### config.mk
export PLATFORM = sky130hd
export DESIGN_NAME = logic_analyzer
export DESIGN_NICKNAME = d
export VERILOG_FILES = /design/src/la_pkg.sv /design/src/la_capture_buffer.sv /design/src/la_host_port.sv /design/src/la_trigger_sampler.sv /design/src/logic_analyzer.sv
export SDC_FILE = /design/constraint.sdc
export NUM_CORES = 1
export LEC_CHECK = 0
export BUFFER_PORTS_ARGS = -buffer_cell sky130_fd_sc_hd__buf_2
export CELL_PAD_IN_SITES_DETAIL_PLACEMENT = 0
export CELL_PAD_IN_SITES_GLOBAL_PLACEMENT = 2
export CORE_MARGIN = 3
export CORE_UTILIZATION = 42
export CTS_BUF_LIST = sky130_fd_sc_hd__clkbuf_4 sky130_fd_sc_hd__clkbuf_8
export DETAILED_ROUTE_END_ITERATION = 12
export MAX_ROUTING_LAYER = met4
export PLACE_DENSITY_LB_ADDON = 0.1
export SYNTH_ARGS = -nofsm -noshare
export SYNTH_HDL_FRONTEND = slang
export SYNTH_SLANG_ARGS = --single-unit
### constraint.sdc
create_clock -name observer_clk -period 8.65 [get_ports observer_clk]
set_clock_uncertainty 0.05 [all_clocks]
set_input_delay 1.73 -clock observer_clk [delete_from_list [all_inputs] [get_ports observer_clk]]
set_output_delay 1.73 -clock observer_clk [all_outputs]
set_load 0.02 [all_outputs]
### src/la_pkg.sv
package la_pkg;

   // Capture channel count and host byte counter width
   localparam int num_channels  = 9;
   localparam int bytecnt_width = 7;

   // Register map
   localparam logic [7:0] addr_read_select    = 8'h00;
   localparam logic [7:0] addr_capture_group  = 8'h01;
   localparam logic [7:0] addr_status         = 8'h02;
   localparam logic [7:0] addr_trigger_source = 8'h03;
   localparam logic [7:0] addr_exists         = 8'h04;
   localparam logic [7:0] addr_capture_depth  = 8'h05;

   localparam logic [15:0] exists_code = 16'h4C41;   // "LA"

   // Returned for a channel select past the last channel
   localparam logic [31:0] bad_select_pattern = 32'h000F_FFFC;

   // Codes 3 to 7 never fire
   typedef enum logic [2:0] {
      trig_external = 3'd0,   // trig_in
      trig_io       = 3'd1,   // io probe bit 4
      trig_debug    = 3'd2    // debug probe bit 0
   } trig_t;

   typedef enum logic [1:0] {
      group_io      = 2'd0,
      group_user    = 2'd1,
      group_debug   = 2'd2,
      group_pattern = 2'd3    // Fixed alternating pattern
   } group_t;

   // One bit per channel with bit 0 for channel 0
   typedef logic [num_channels-1:0] sample_t;

   typedef struct packed {
      sample_t io;
      sample_t user;
      sample_t debug;
   } probe_bus_t;

   typedef struct packed {
      trig_t      trigger_source;
      group_t     capture_group;
      logic [3:0] read_select;
   } la_config_t;

   // Host register request
   typedef struct packed {
      logic [7:0]               address;
      logic [bytecnt_width-1:0] bytecnt;
      logic [7:0]               datai;
      logic                     read;
      logic                     write;
   } reg_req_t;

endpackage

### src/la_capture_buffer.sv
module la_capture_buffer #(
   parameter int capture_depth = 32
) (
   input  logic                     observer_clk,
   input  logic                     reset,
   input  logic [3:0]               read_select,
   input  la_pkg::sample_t          sample,
   input  logic                     capture_go,
   output logic                     capturing,
   output logic [capture_depth-1:0] channel_word
);

   // Wide enough to hold capture_depth itself
   localparam int count_width = $clog2(capture_depth + 1);

   localparam logic [count_width-1:0] last_count = count_width'(capture_depth - 1);

   // Filler word sized to the capture depth
   localparam logic [capture_depth-1:0] bad_word =
      capture_depth'(la_pkg::bad_select_pattern);

   logic [capture_depth-1:0] shift_reg [la_pkg::num_channels];
   logic [count_width-1:0]   shift_count;

   // Load, shift and end of capture
   always_ff @(posedge observer_clk) begin
      if (reset) begin
         capturing   <= 1'b0;
         shift_count <= '0;
         for (int ch = 0; ch < la_pkg::num_channels; ch++) begin
            shift_reg[ch] <= '0;
         end
      end else if (capture_go) begin
         // New trigger also restarts a running capture
         capturing   <= 1'b1;
         shift_count <= '0;
         for (int ch = 0; ch < la_pkg::num_channels; ch++) begin
            shift_reg[ch] <= {sample[ch], {(capture_depth-1){1'b0}}};
         end
      end else if (capturing) begin
         for (int ch = 0; ch < la_pkg::num_channels; ch++) begin
            shift_reg[ch] <= {sample[ch], shift_reg[ch][capture_depth-1:1]};
         end
         if (shift_count < last_count) begin
            shift_count <= shift_count + 1'b1;
         end else begin
            capturing <= 1'b0;   // Last of capture_depth shifts
         end
      end
   end

   // Registered readback of the selected channel
   always_ff @(posedge observer_clk) begin
      if (read_select < 4'(la_pkg::num_channels)) begin
         channel_word <= shift_reg[read_select];
      end else begin
         channel_word <= bad_word;
      end
   end

   // Counter stays in range for the whole capture
   count_in_range: assert property (
      @(posedge observer_clk) disable iff (reset)
      capturing |-> (shift_count <= last_count)
   ) else $error("shift counter past capture depth");

endmodule

### src/la_host_port.sv
module la_host_port #(
   parameter int capture_depth = 32
) (
   input  logic                     observer_clk,
   input  logic                     reset,
   input  la_pkg::reg_req_t         reg_req,
   input  logic [capture_depth-1:0] channel_word,
   input  logic                     capturing,
   output la_pkg::la_config_t       la_config,
   output logic [7:0]               reg_datao
);

   localparam int word_bytes = capture_depth / 8;

   // Depth as reported to the host
   localparam logic [15:0] depth_code = 16'(capture_depth);

   logic [7:0] word_byte;     // Byte of channel_word picked by bytecnt
   logic [7:0] read_byte;

   // Low or high byte of a 16-bit constant and zero past the end
   function automatic logic [7:0] byte_of16(
      input logic [15:0]                      word,
      input logic [la_pkg::bytecnt_width-1:0] bytecnt
   );
      logic [7:0] result;
      case (bytecnt)
         0:       result = word[7:0];
         1:       result = word[15:8];
         default: result = 8'h00;
      endcase
      return result;
   endfunction

   // Configuration register writes
   always_ff @(posedge observer_clk) begin
      if (reset) begin
         la_config <= '0;
      end else if (reg_req.write) begin
         case (reg_req.address)
            la_pkg::addr_trigger_source:
               la_config.trigger_source <= la_pkg::trig_t'(reg_req.datai[2:0]);
            la_pkg::addr_capture_group:
               la_config.capture_group <= la_pkg::group_t'(reg_req.datai[1:0]);
            la_pkg::addr_read_select:
               la_config.read_select <= reg_req.datai[3:0];
            default: ;   // Read-only or unknown address
         endcase
      end
   end

   // Byte of the captured word
   always_comb begin
      word_byte = 8'h00;
      if (int'(reg_req.bytecnt) < word_bytes) begin
         word_byte = channel_word[reg_req.bytecnt*8 +: 8];
      end
   end

   // Register read mux
   always_comb begin
      case (reg_req.address)
         la_pkg::addr_read_select:
            read_byte = word_byte;
         la_pkg::addr_capture_group:
            read_byte = {6'b0, la_config.capture_group};
         la_pkg::addr_status:
            read_byte = {7'b0, capturing};
         la_pkg::addr_trigger_source:
            read_byte = {5'b0, la_config.trigger_source};
         la_pkg::addr_exists:
            read_byte = byte_of16(la_pkg::exists_code, reg_req.bytecnt);
         la_pkg::addr_capture_depth:
            read_byte = byte_of16(depth_code, reg_req.bytecnt);
         default:
            read_byte = 8'h00;
      endcase
   end

   assign reg_datao = reg_req.read ? read_byte : 8'h00;   // Idle bus reads zero

   // Host never reads and writes in the same cycle
   no_read_write: assert property (
      @(posedge observer_clk) disable iff (reset)
      !(reg_req.read && reg_req.write)
   ) else $error("register read and write together");

endmodule

### src/la_trigger_sampler.sv
module la_trigger_sampler (
   input  logic                  observer_clk,
   input  logic                  reset,
   input  la_pkg::la_config_t    la_config,
   input  logic                  trig_in,
   input  la_pkg::probe_bus_t    probes,
   output la_pkg::sample_t       sample,
   output logic                  capture_go
);

   // Channel 0 high and alternating upward
   localparam la_pkg::sample_t pattern_word = 9'b1_0101_0101;

   logic            trig_level;     // Selected trigger before synchronization
   logic [1:0]      trig_sync;      // Two-flop synchronizer
   logic [1:0]      trig_edge;      // Edge detector stages
   la_pkg::sample_t group_bits;     // Selected probe group, unregistered

   // Trigger source select
   always_comb begin
      case (la_config.trigger_source)
         la_pkg::trig_external: trig_level = trig_in;
         la_pkg::trig_io:       trig_level = probes.io[4];
         la_pkg::trig_debug:    trig_level = probes.debug[0];
         default:               trig_level = 1'b0;   // Unused codes never trigger
      endcase
   end

   // Synchronizer, edge detect and go pulse
   always_ff @(posedge observer_clk) begin
      if (reset) begin
         trig_sync  <= '0;
         trig_edge  <= '0;
         capture_go <= 1'b0;
      end else begin
         trig_sync  <= {trig_sync[0], trig_level};
         trig_edge  <= {trig_edge[0], trig_sync[1]};
         capture_go <= trig_edge[0] & ~trig_edge[1];   // Rising edge only
      end
   end

   // Probe group select
   always_comb begin
      case (la_config.capture_group)
         la_pkg::group_io:    group_bits = probes.io;
         la_pkg::group_user:  group_bits = probes.user;
         la_pkg::group_debug: group_bits = probes.debug;
         default:             group_bits = pattern_word;
      endcase
   end

   // Sample lags the probe lines by one cycle
   always_ff @(posedge observer_clk) begin
      sample <= group_bits;
   end

   // A level held high must not retrigger
   go_single_pulse: assert property (
      @(posedge observer_clk) disable iff (reset)
      capture_go |=> !capture_go
   ) else $error("capture_go high for two cycles");

endmodule

### src/logic_analyzer.sv
module logic_analyzer #(
   parameter int capture_depth = 32   // Multiple of 8, 8 to 1024
) (
   input  logic               observer_clk,
   input  logic               reset,
   input  la_pkg::reg_req_t   reg_req,
   output logic [7:0]         reg_datao,
   input  logic               trig_in,
   input  la_pkg::probe_bus_t probes
);

   la_pkg::la_config_t       la_config;
   la_pkg::sample_t          sample;
   logic                     capture_go;
   logic                     capturing;
   logic [capture_depth-1:0] channel_word;

   // Registers and read data
   la_host_port #(
      .capture_depth (capture_depth)
   ) host_port_inst (
      .observer_clk  (observer_clk),
      .reset         (reset),
      .reg_req       (reg_req),
      .channel_word  (channel_word),
      .capturing     (capturing),
      .la_config     (la_config),
      .reg_datao     (reg_datao)
   );

   // Trigger path and probe sampling
   la_trigger_sampler trigger_sampler_inst (
      .observer_clk  (observer_clk),
      .reset         (reset),
      .la_config     (la_config),
      .trig_in       (trig_in),
      .probes        (probes),
      .sample        (sample),
      .capture_go    (capture_go)
   );

   // Channel shift registers
   la_capture_buffer #(
      .capture_depth (capture_depth)
   ) capture_buffer_inst (
      .observer_clk  (observer_clk),
      .reset         (reset),
      .read_select   (la_config.read_select),
      .sample        (sample),
      .capture_go    (capture_go),
      .capturing     (capturing),
      .channel_word  (channel_word)
   );

endmodule

-- Word level (Yosys, flattened, before mapping)
Memory sizes are Yosys's and may differ from the RTL's. A register that Yosys moved wholly into a read port is not among the register bits.
Cells that the tools add are included.
- $add $sub $neg: 1
- magnitude comparators: 3
- eq/ne operators: 10
- shift operators: 1
- mux-type cells: 37
- bitwise logic cells: 20
- reduce and logical (&&, ||, !) cells: 10
- operators by type and width (kind ; number):
    two-way mux 32 bit ; 18
    one-hot mux 8 bit (6 select lines) ; 1
    indexed part select 32 x 11 -> 8 bit ; 1
    one-hot mux 9 bit (3 select lines) ; 1
    bitwise OR 1 bit ; 18
    == test 8 x 2 -> 1 bit (second input constant) ; 2
    == test 8 x 3 -> 1 bit (second input constant) ; 2
    two-way mux 8 bit ; 2
    one-hot mux 7 bit (2 select lines) ; 1
    two-way mux 1 bit ; 12
    == test 8 x 1 -> 1 bit (second input constant) ; 1
    logical NOT 8 bit ; 1
    AND reduction 2 bit ; 4
    == test 7 x 1 -> 1 bit (second input constant) ; 1
    logical NOT 7 bit ; 1
    < comparator 7 x 3 -> 1 bit (second input constant) ; 1
    adder 6 x 1 -> 6 bit (second input constant) ; 1
    < comparator 6 x 5 -> 1 bit (second input constant) ; 1
    two-way mux 6 bit ; 1
    < comparator 4 bit (second input constant) ; 1
    == test 3 x 1 -> 1 bit (second input constant) ; 1
    == test 3 x 2 -> 1 bit (second input constant) ; 1
    logical NOT 3 bit ; 1
    one-hot mux 1 bit (3 select lines) ; 1
    other kinds (7) ; 7
- register bits: 30
- RAM bits: 288
- bits of input ports: 55
- output and inout bits: 8
- word-level logic and storage cells: 92
- memories kept: 1
- memories (name ; depth ; bits a word ; read ports ; clocked after Yosys merged registers in ; write ports ; RTL line ; text):
    capture_buffer_inst.shift_reg ; 9 ; 32 ; 10 ; 1 ; 9 ; la_capture_buffer.sv:22 ; logic [capture_depth-1:0] shift_reg [la_pkg::num_channels];

-- Longest topological paths before layout
Gate-level depths: netlist (run 1).
- word-level depth: 5
- gate-level depth with buffers: 7

-- Cells and area by module
From an unflattened synthesis (run 1), not the netlist that was laid out.
- cell total of the unflattened synthesis: 1076
- area total of the unflattened synthesis: 15376.0 um^2
- modules (own cells, without submodules) (module ; times used ; cells each ; area each (um^2)):
    la_capture_buffer ; 1 ; 949 ; 13988.4
    la_host_port ; 1 ; 83 ; 828.3
    la_trigger_sampler ; 1 ; 44 ; 559.3

-- Least setup slack after synthesis (run 1)
No wires, ideal clock.
- kind: input-to-reg
- start: in reset
- end: mem capture_buffer_inst.shift_reg[0][0] (enable)
- library setup time: 0.669 ns
- arrival time: 7.876 ns
- required time: 7.931 ns
- slack: 0.055 ns
- stages on the path: 1
- path buffers: 0
- cell sequence: or3_1
- RTL lines (item ; RTL line ; text):
    start: declaration ; logic_analyzer.sv:5 ; input logic reset,
    end: declaration ; la_capture_buffer.sv:22 ;

-- Final worst setup path (run 1)
- start: in reg_req[22] (netlist name)
- end: out reg_datao[6]
- longest elaborated chain between the ends: 3
- ends and longest elaborated chain (item ; RTL line ; text):
    start: declaration ; logic_analyzer.sv:6 ; input la_pkg::reg_req_t reg_req,
    == test 8 x 3 -> 1 bit (tied with other cells) ; la_host_port.sv:62 ; case (reg_req.address)
    one-hot mux 8 bit (6 select lines) * ; la_host_port.sv:62 ;
    two-way mux 8 bit * ; la_host_port.sv:80 ; assign reg_datao = reg_req.read ? read_byte : 8'h00;
    end: declaration ; logic_analyzer.sv:7 ; output logic [7:0] reg_datao,
Mark *: on every way between the ends. The rest lies on a longest branch, timed or not.

==> metrics, run 1 <==
status finished clean; starting density of the core 43.1%; # setup viols final 0; slew margin rel. 27.2%; clock sinks 350; critical path's most frequent cell buf_2; vias in the first global route 8,285; Filler Cell Count 3,080; worst r2r path cells 4; # diodes 0; Critical Path End Type output pin; nature of the critical path startpoint input pin; setup TNS 0 ps; total grt overflow 0; initial antenna violation count 0; worst slew pin tran 1090 ps; Worst EP arrival 3300 ps; CTS root buffer clkbuf_8; Mapped Cells 1,010; die height 195 um; syn nets 1,066; met1 GRT Util 24.0%; gr busiest metal met1; Area growth, synth to finish 11.9%; peak supply drop 0.000128 V; post-route cell area 0.0168 sq mm; First-pass DRT Iterations 5; crit path cell chain buf_2, nor4_2, nor2b_1, and3_1, nor3b_1, buf_2; Avg Cell Area, Syn 14.9 sq um; Worst Path Required 6870 ps; CP max stage delay 450 ps; Vias/cell 5.12; via count 8,045; critical setup path kind in2out; final WL 30,400 um; I/O Buffers 58; Nets 1,126; cts bufs inserted 57; buffer count from post-CTS setup fixing 0; max_cap viols 0; WL per Instance 19.3 um; hold-fix buffer count after cts 0; first-pass GRT wire length 48,100 um; fmax 0.197 GHz; Synth area leaders edfxtp_1 (58%), and2_1 (12%), mux4_2 (9.9%), dfxtp_1 (8.3%), mux2i_1 (1.6%); CTS tree built; RSZ-0062 raised after global routing no; initial DRC count 518; Seq cells post-synth 350; P per Cell Area 209 mW/mm^2; largest fanout on the critical path 6; GR Util All Layers 16.6%; WHS Path Cells 1; # H-tree levels 2; GP Congestion 0.744; die area 0.0381 sq mm; Area after DPL 0.0157 sq mm; DRC violations left 0; post-synth top area cell edfxtp_1; Synth cell types 49; post-synthesis sequential area ratio 65.8%; CTS Buffer Depth 3; Final Max Tran Viols 0; Routed Antenna Nets 0; M2 GR Usage 23.5%; Reg2Reg Setup Slack 5720 ps; most frequent cells in the layout and2_1 (288), edfxtp_1 (288), clkbuf_8 (67); Multi-input gate area 0.00479 sq mm; crit path time final 5080 ps; Syn Std Cell Area 0.0150 sq mm; cts repair resizes 0; met3 Use GR 3.99%; Die Wd 195 um; Largest register FFs 288; final period utilization 58.7%; Hold Vio Cnt, Final 0; Worst-Skew Late Latency 630 ps; Cell Rows 68; slowest CP cell nor4_2; Pleak 0.00623 uW; largest net degree at the start of global routing 280; Post-DP HPWL 17,300 um; fraction of layout cells with a size suffix above 1 22.4%; FF/Latch Area 0.00990 sq mm; area share of the largest cell type after synthesis 57.5%; hold crit path type reg2reg; hold_ws 352 ps; number of I/O pins 63; Ys Warns 0; clock transition at the registers of the reported paths 50 ps; Placeable Area 0.0349 sq mm
Yosys cell counts (all sizes together):
master,instances
o22ai,18
buf,26
nand2b,4
o21a,3
nand4b,1
ha,1
and4b,1
or2,2
edfxtp,288
o31a,2
or3,1
clkbuf,38
and4,1
mux2i,24
nor4b,2
o21ai,6
a211oi,1
nor2b,10
o21ba,1
or4b,1
and3,5
nor2,60
mux4,66
o22a,5
nor3,4
inv,9
nand3,5
mux2,11
nor3b,7
and2,288
a41oi,1
nand4,1
a222oi,6
xor2,3
dfxtp,62
o221ai,6
a31oi,7
nand2,26
a21oi,4
nor4,2
nand3b,1
kinds of logic (layout without fill, tap and decap cells):
logic type / count (synthesis) / in the layout / share of synthesized area (%)
buf+inv: 73 / 179 / 2.41
fa+ha+maj: 1 / 1 / 0.0832
simple gates: 422 / 422 / 16.4
flops: 350 / 350 / 65.8
compound gates: 60 / 60 / 2.85
mux: 101 / 101 / 12.3
xor+xnor: 3 / 3 / 0.175
through the flow:
stage,total power (uW),worst slack (ps),util (%),cells
after floorplan,2060,55.3,-,1010
after global placement,2100,3600,44.9,1466
after detailed placement,2100,3570,44.9,1466
after CTS,3580,3550,48.2,1571
after global routing,3670,3410,48.2,1571
final,3520,3570,48.2,1571
final cells by class:
| class | count | area share, % |
|---|---|---|
| Clock buffer | 91 | 6.55 |
| Clock inverter | 14 | 0.401 |
| Inverter | 9 | 0.201 |
| Multi-Input combinational cell | 587 | 28.5 |
| Sequential cell | 350 | 58.8 |
| Tap cell | 455 | 3.38 |
| Timing Repair Buffer | 65 | 2.19 |
metal layers:
layer | vias to the layer above | part of all wire (%)
met5 | - | 0
met4 | 0 | 2.0
met3 | 60 | 4.5
met2 | 140 | 45
met1 | 4014 | 49
li1 | 3831 | -
where the power goes:
part	internal, uW	switching [uW]	total, uW
logic	49.2	71.1	120
registers	1900	35.6	1940
clock network	804	656	1460
path summary, 6_finish.rpt:
check,startpoint,end
setup / recovery,reg_req[22],reg_datao[6]
hold / removal,trigger_sampler_inst.trig_edge[1],trigger_sampler_inst.capture_go
setup reg to reg,host_port_inst.la_config[0],capture_buffer_inst.channel_word[24]
hold reg to reg,trigger_sampler_inst.trig_edge[1],trigger_sampler_inst.capture_go
worst max-delay path: cells and delay by family:
| kind | cells | cell delay, ps |
|---|---|---|
| and+or+nand+nor | 4 | 1240 |
| buffers and inverters | 2 | 320 |
Note: power is estimated with default switching activity, not from simulation.
==> run 2, diff against run 1 <==
- ABC_AREA: not set -> 1
- CORE_UTILIZATION: 42 -> 41
- clock period: 8.65 -> 4.8 ns (I/O delays scaled with it)
==> run 2 against run 1 <==
Global-route usage rose by 1.4 points. Via count rose by 39%. Routed wire length rose by 17%. Clock power rose by 90%. Count of clock-buffer cells in the layout rose by 5. Critical endpoint is now reg_datao[0]. Register-to-register slack got worse by 3500 ps. First-iteration DRC count rose by 42%.
==> metrics, run 2 <==
I/O Buffers 58 (unchanged); post-synthesis sequential area ratio 61.9% (-3.9 points); P per Cell Area 367 mW/mm^2 (+76%); combinational share of power 4.2% (+0.8 points); crit path to reg_datao[0]; Reg2Reg Setup Slack 2250 ps (-3470 ps); Area after DPL 0.0165 sq mm (+5.7%); post-synth top area cell edfxtp_1; Critical Path End Type output pin; clock transition at the registers of the reported paths 50 ps (about the same); sw frac 22.6% (+0.96 points); most numerous cell in the Yosys netlist nor2_1; Worst-Skew Late Latency 640 ps (about the same); buffer count from post-CTS setup fixing 0 (unchanged); Final Max Tran Viols 0 (unchanged); most common cell after layout, fill and taps aside nor2_1; worst reg2reg endpoint capture_buffer_inst.channel_word[24]; fmax 0.305 GHz; Area growth, synth to finish 11.5%; fraction of layout cells with a size suffix above 1 10.6% (-12 points); Avg Cell Area, Syn 9.17 sq um (-38%); final period utilization 68.4%; syn nets 1,798 (+69%); Synth Flop Type edfxtp_1; cts repair resizes 0 (unchanged); RSZ-0062 raised after global routing no; pre-CTS setup slack 1500 ps (-2070 ps); max_cap viols 0 (unchanged); Cell Rows 71 (+4.4%); Post-DP HPWL 21,400 um (+24%); Ys Warns 0 (unchanged); Final Util 46.9% (-1.4 points); crit path time final 3280 ps; CTS tree built; Worst Min Path Start trigger_sampler_inst.trig_edge[1]; WL per Instance 15.2 um (-22%); final WL 35,600 um (+17%); total grt overflow 0 (unchanged); slew margin rel. 41.5% (+14 points); Hold Vio Cnt, Final 0 (unchanged); largest net degree at the start of global routing 122 (-56%); Die Wd 203 um (+4.2%); clock sinks 350 (unchanged); hold-fix buffer count after cts 0 (unchanged); Nets 1,839 (+63%); sw power 1480 uW (+94%); Mapped Cells 1,742 (+72%); critical setup path kind in2out; Largest register FFs 288 (unchanged); Seq cells post-synth 350 (unchanged); Pint 5070 uW (+84%); Post-synth ARST share 0% (unchanged); area share of the largest cell type after synthesis 54.1% (-3.4 points); die height 203 um (+4.2%); number of I/O pins 63 (unchanged); first-pass GRT wire length 58,000 um (+21%); # diodes 0 (unchanged); initial antenna violation count 0 (unchanged); GP Congestion 0.763 (+2.6%); Vias/cell 4.76 (-7.0%); status finished clean; Pleak 0.00730 uW (+17%); number of synthesized flops with an enable pin 288 (unchanged); total chip power 6550 uW (+86%); Final WS setup 1520 ps (-2060 ps); starting density of the core 42.0% (-1.1 points); CTS root buffer clkbuf_8; Reg-to-Reg Start host_port_inst.la_config[0]; CTS Buffer Depth 3 (unchanged); die area 0.0414 sq mm (+8.6%); Placeable Area 0.0380 sq mm (+9.0%); via count 11.2k (+39%); peak supply drop 0.000220 V (+71%); DRC violations left 0 (unchanged); post-route cell area 0.0178 sq mm (+5.9%); launch point of the worst path reg_req[10]; most frequent cells in the layout nor2_1 (354), inv_1 (333), edfxtp_1 (288); # setup viols final 0 (unchanged); Synth area leaders edfxtp_1 (54%), nor2_1 (8.3%), inv_1 (7.8%), dfxtp_1 (7.8%), nand2_1 (4.9%); Worst EP arrival 2270 ps (-1030 ps); Post-synth top cells nor2_1 (354), inv_1 (334), edfxtp_1 (288); nature of the critical path startpoint input pin; cts bufs inserted 61 (+7.0%); # H-tree levels 2 (unchanged); worst slew pin tran 876 ps (-216 ps); hold crit path type reg2reg; Clk pwr share 42.5% (+1.0 points); initial DRC count 734 (+42%); vias in the first global route 11.0k (+33%); Routed Antenna Nets 0 (unchanged); worst r2r path cells 5 (+1); First-pass DRT Iterations 4 (-1); Worst Path Required 3790 ps (-3080 ps); setup TNS 0 ps (unchanged); largest fanout on the critical path 18 (+12); Synth cell types 32 (-35%); Syn Std Cell Area 0.0160 sq mm (+6.3%); Flop pwr share 53.3% (-1.8 points); GR Util All Layers 18.0% (+1.4 points)
[run 2: logic make-up (layout without fill, tap and decap cells)]
group | Yosys count | count (layout) | synth area share, %
DFF | 350 | 350 | 61.9
and+or+nand+nor | 735 | 735 | 18.9
adders and majority gates | 1 | 1 | 0.0783
xor gates and xnor gates | 1 | 1 | 0.0548
AOI/OAI and AO/OA | 223 | 223 | 7.73
buffers and inverters | 432 | 525 | 11.3
[run 2: worst min path at each step]
stage	end	slack, ps	depth (start not counted)
floorplan	trigger_sampler_inst.capture_go	320	1
global placement	trigger_sampler_inst.capture_go	330	1
detailed placement	trigger_sampler_inst.capture_go	340	1
CTS	trigger_sampler_inst.capture_go	350	1
global route	trigger_sampler_inst.capture_go	360	1
finish	trigger_sampler_inst.capture_go	340	1
[run 2: per-stage QoR]
stage,cells,hold WS (ps)
4_1_cts,2346,345
3_5_place_dp,2231,340
5_1_grt,2346,359
3_3_place_gp,2231,333
2_1_floorplan,1742,323
6_report,2346,339
[run 2: power by group through the flow]
stage / combinational, uW / sequential, uW / clock (uW)
floorplan: 181 / 3540 / 0
detailed placement: 281 / 3560 / 0
CTS: 282 / 3490 / 2880
global route: 319 / 3510 / 3020
finish: 275 / 3490 / 2780
global placement: 280 / 3560 / 0
[run 2: final cells by class]
| type | instances | area [sq um] |
|---|---|---|
| Tap cell | 511 | 639 |
| Clock buffer | 96 | 1180 |
| Sequential cell | 350 | 9900 |
| Fill cell | 3818 | 20200 |
| Multi-Input combinational cell | 960 | 4310 |
| Timing Repair Buffer | 72 | 433 |
| Clock inverter | 19 | 95.1 |
| Inverter | 338 | 1270 |
[run 2: worst max-delay path: stages]
cell and delay (ps):
buf_2 300, inv_2 220, or2_2 320, nand2_1 50
o21ai_0 110, inv_1 80, o21ai_1 70, buf_2 160
[run 2: metal layers]
layer	share of wire [%]	vias up	wire, um	GRT usage (%)
met5	0	-	0	-
met4	1.9	0	675	5.19
met3	3.2	48	1140	3.03
met2	48	151	17200	29.2
met1	47	5293	16600	23.5
li1	-	5676	-	-
==> run 3, diff against run 2 <==
- clock period: 4.8 -> 3.2 ns (I/O delays scaled with it)
==> run 3 against run 2 <==
First-iteration DRC count is 2.5% lower. Sequential share of layout area is 0.30 points lower. Count of clock-buffer cells in the layout down 3. Setup slack worse by 880 ps. Flip-flop and latch count unchanged. Critical path depth unchanged. Final cell count increased by 0.13%. Clock power grew 51%. Non-clock buffer count increased by 6. Combinational power up 55%. Sequential power rose by 50%. Total power increased by 50%. Critical path type unchanged. Critical endpoint is now reg_datao[2].
==> metrics, run 3 (synthesized netlist as in run 2, its figures left out) <==
FF/Latch Area 0.00990 sq mm (unchanged); total grt overflow 0 (unchanged); Worst Min Path Start probes[7]; crit path time final 2560 ps; peak supply drop 0.000304 V (+38%); starting density of the core 42.0% (unchanged); buffer count from post-CTS setup fixing 0 (unchanged); Final Max Tran Viols 0 (unchanged); largest fanout on the critical path 18 (unchanged); setup TNS 0 ps (unchanged); Hold EP trigger_sampler_inst.sample[7]; hold crit path type in2reg; critical setup path kind in2out; die height 203 um (unchanged); GR Util All Layers 18.3% (+0.26 points); largest net degree at the start of global routing 119 (-2.5%); Reg-to-Reg Start capture_buffer_inst.capturing; # H-tree levels 2 (unchanged); fraction of layout cells with a size suffix above 1 10.7% (+0.092 points); Largest register FFs 288 (unchanged); Multi-input gate area 0.00431 sq mm (unchanged); status finished clean; WHS Path Cells 3 (+2); CTS Buffer Depth 3 (unchanged); die area 0.0414 sq mm (unchanged); sw power 2230 uW (+50%); Nets 1,845 (+0.33%); Post-DP HPWL 21,900 um (+2.4%); max_cap viols 0 (unchanged); Worst Path Required 2510 ps (-1280 ps); Reg2Reg Setup Slack 980 ps (-1270 ps); combinational share of power 4.3% (about the same); Vias/cell 4.72 (-0.83%); Placeable Area 0.0380 sq mm (unchanged); nature of the critical path startpoint input pin; clock transition at the registers of the reported paths 60 ps (about the same); hold-fix buffer count after cts 0 (unchanged); Area growth, synth to finish 12.1%; Pleak 0.00734 uW (+0.49%); # diodes 0 (unchanged); Clk pwr share 42.5% (about the same); Worst EP arrival 1870 ps (-400 ps); most frequent cells in the layout nor2_1 (354), inv_1 (334), edfxtp_1 (288); Worst-Skew Late Latency 640 ps (about the same); vias in the first global route 11.1k (+0.71%); Hold Vio Cnt, Final 0 (unchanged); total chip power 9850 uW (+50%); first-pass GRT wire length 58,700 um (+1.2%); fmax 0.391 GHz; initial antenna violation count 0 (unchanged); initial DRC count 716 (-2.5%); # setup viols final 0 (unchanged); First-pass DRT Iterations 5 (+1); Flop pwr share 53.1% (-0.2 points); most common cell after layout, fill and taps aside nor2_1; Die Wd 203 um (unchanged); Routed Antenna Nets 0 (unchanged); cts repair resizes 0 (unchanged); P per Cell Area 550 mW/mm^2 (+50%); Filler Cell Count 3,815 (-0.079%); Pint 7620 uW (+50%); worst reg2reg endpoint capture_buffer_inst.shift_reg[2][5]; Critical Path End Type output pin; slew margin rel. 48.0% (+6.5 points); GP Congestion 0.762 (-0.18%); number of I/O pins 63 (unchanged); CTS root buffer clkbuf_8; final period utilization 80.0%; worst r2r path cells 3 (-2); final WL 36,000 um (+1.4%); DRC violations left 0 (unchanged); clock sinks 350 (unchanged); RSZ-0062 raised after global routing no; cts bufs inserted 61 (unchanged); I/O Buffers 58 (unchanged); worst slew pin tran 779 ps (-96.8 ps); WL per Instance 15.3 um (+1.2%); via count 11.1k (-0.70%); CTS tree built; sw frac 22.6% (about the same); Cell Rows 71 (unchanged)
[run 3: changes by cell type in the layout (fill, tap and decap cells not counted)]
cell        change
buf_4           +1
buf_12          +5
clkbuf_8        -1
clkinv_2        -1
inv_2           -1
bufinv_16       +1
inv_1           +1
clkbuf_4        -2
clkinvlp_4      +2
inv_8           -2
[run 3: area by class of cell]
cell class	count	area share (%)
tap	511	3.57
inverter	338	7.08
clock inverter	19	0.628
multi-input combinational	960	24.1
timing repair buffer	78	3.02
clock buffer	93	6.41
sequential	350	55.2
[run 3: layer usage]
metal	track usage [%]	wire length, um
met2	29.8	17300
met5	-	0
met4	4.97	688
met3	3.38	1290
met1	23.6	16700
[run 3: power by group through the flow]
stage	logic, uW	registers (uW)	clock network [uW]
after global routing	495	5260	4550
after detailed placement	435	5330	0
after CTS	438	5240	4350
final	427	5230	4190
after floorplan	271	5320	0
after global placement	434	5330	0
[run 3: worst max path at each step]
stage | start | to | slack, ps | cells past startpoint
global placement | reg_req[10] | reg_datao[0] | 600 | 8
global route | reg_req[10] | reg_datao[1] | 470 | 10
floorplan | reset | capture_buffer_inst.shift_reg[0][0] | 80 | 2
detailed placement | reg_req[10] | reg_datao[0] | 600 | 8
CTS | reg_req[10] | reg_datao[0] | 600 | 8
finish | reg_req[10] | reg_datao[2] | 640 | 8
[run 3: critical path, cell delays in order]
cell and delay, ps:
buf_2 270, inv_2 190, or2_2 310, nand2_1 60, nand2_1 70, nand4_1 100
nand2_1 70, buf_2 160
[run 3: through the flow]
stage	instances	cell area (sq um)	util, %	hold WS, ps	worst slack (ps)
2_1_floorplan	1742	16000	-	323	75.8
3_3_place_gp	2237	16700	43.8	326	598
3_5_place_dp	2237	16700	43.8	332	603
4_1_cts	2349	17900	47.1	75.3	601
5_1_grt	2349	17900	47.1	111	473
6_report	2349	17900	47.1	152	641
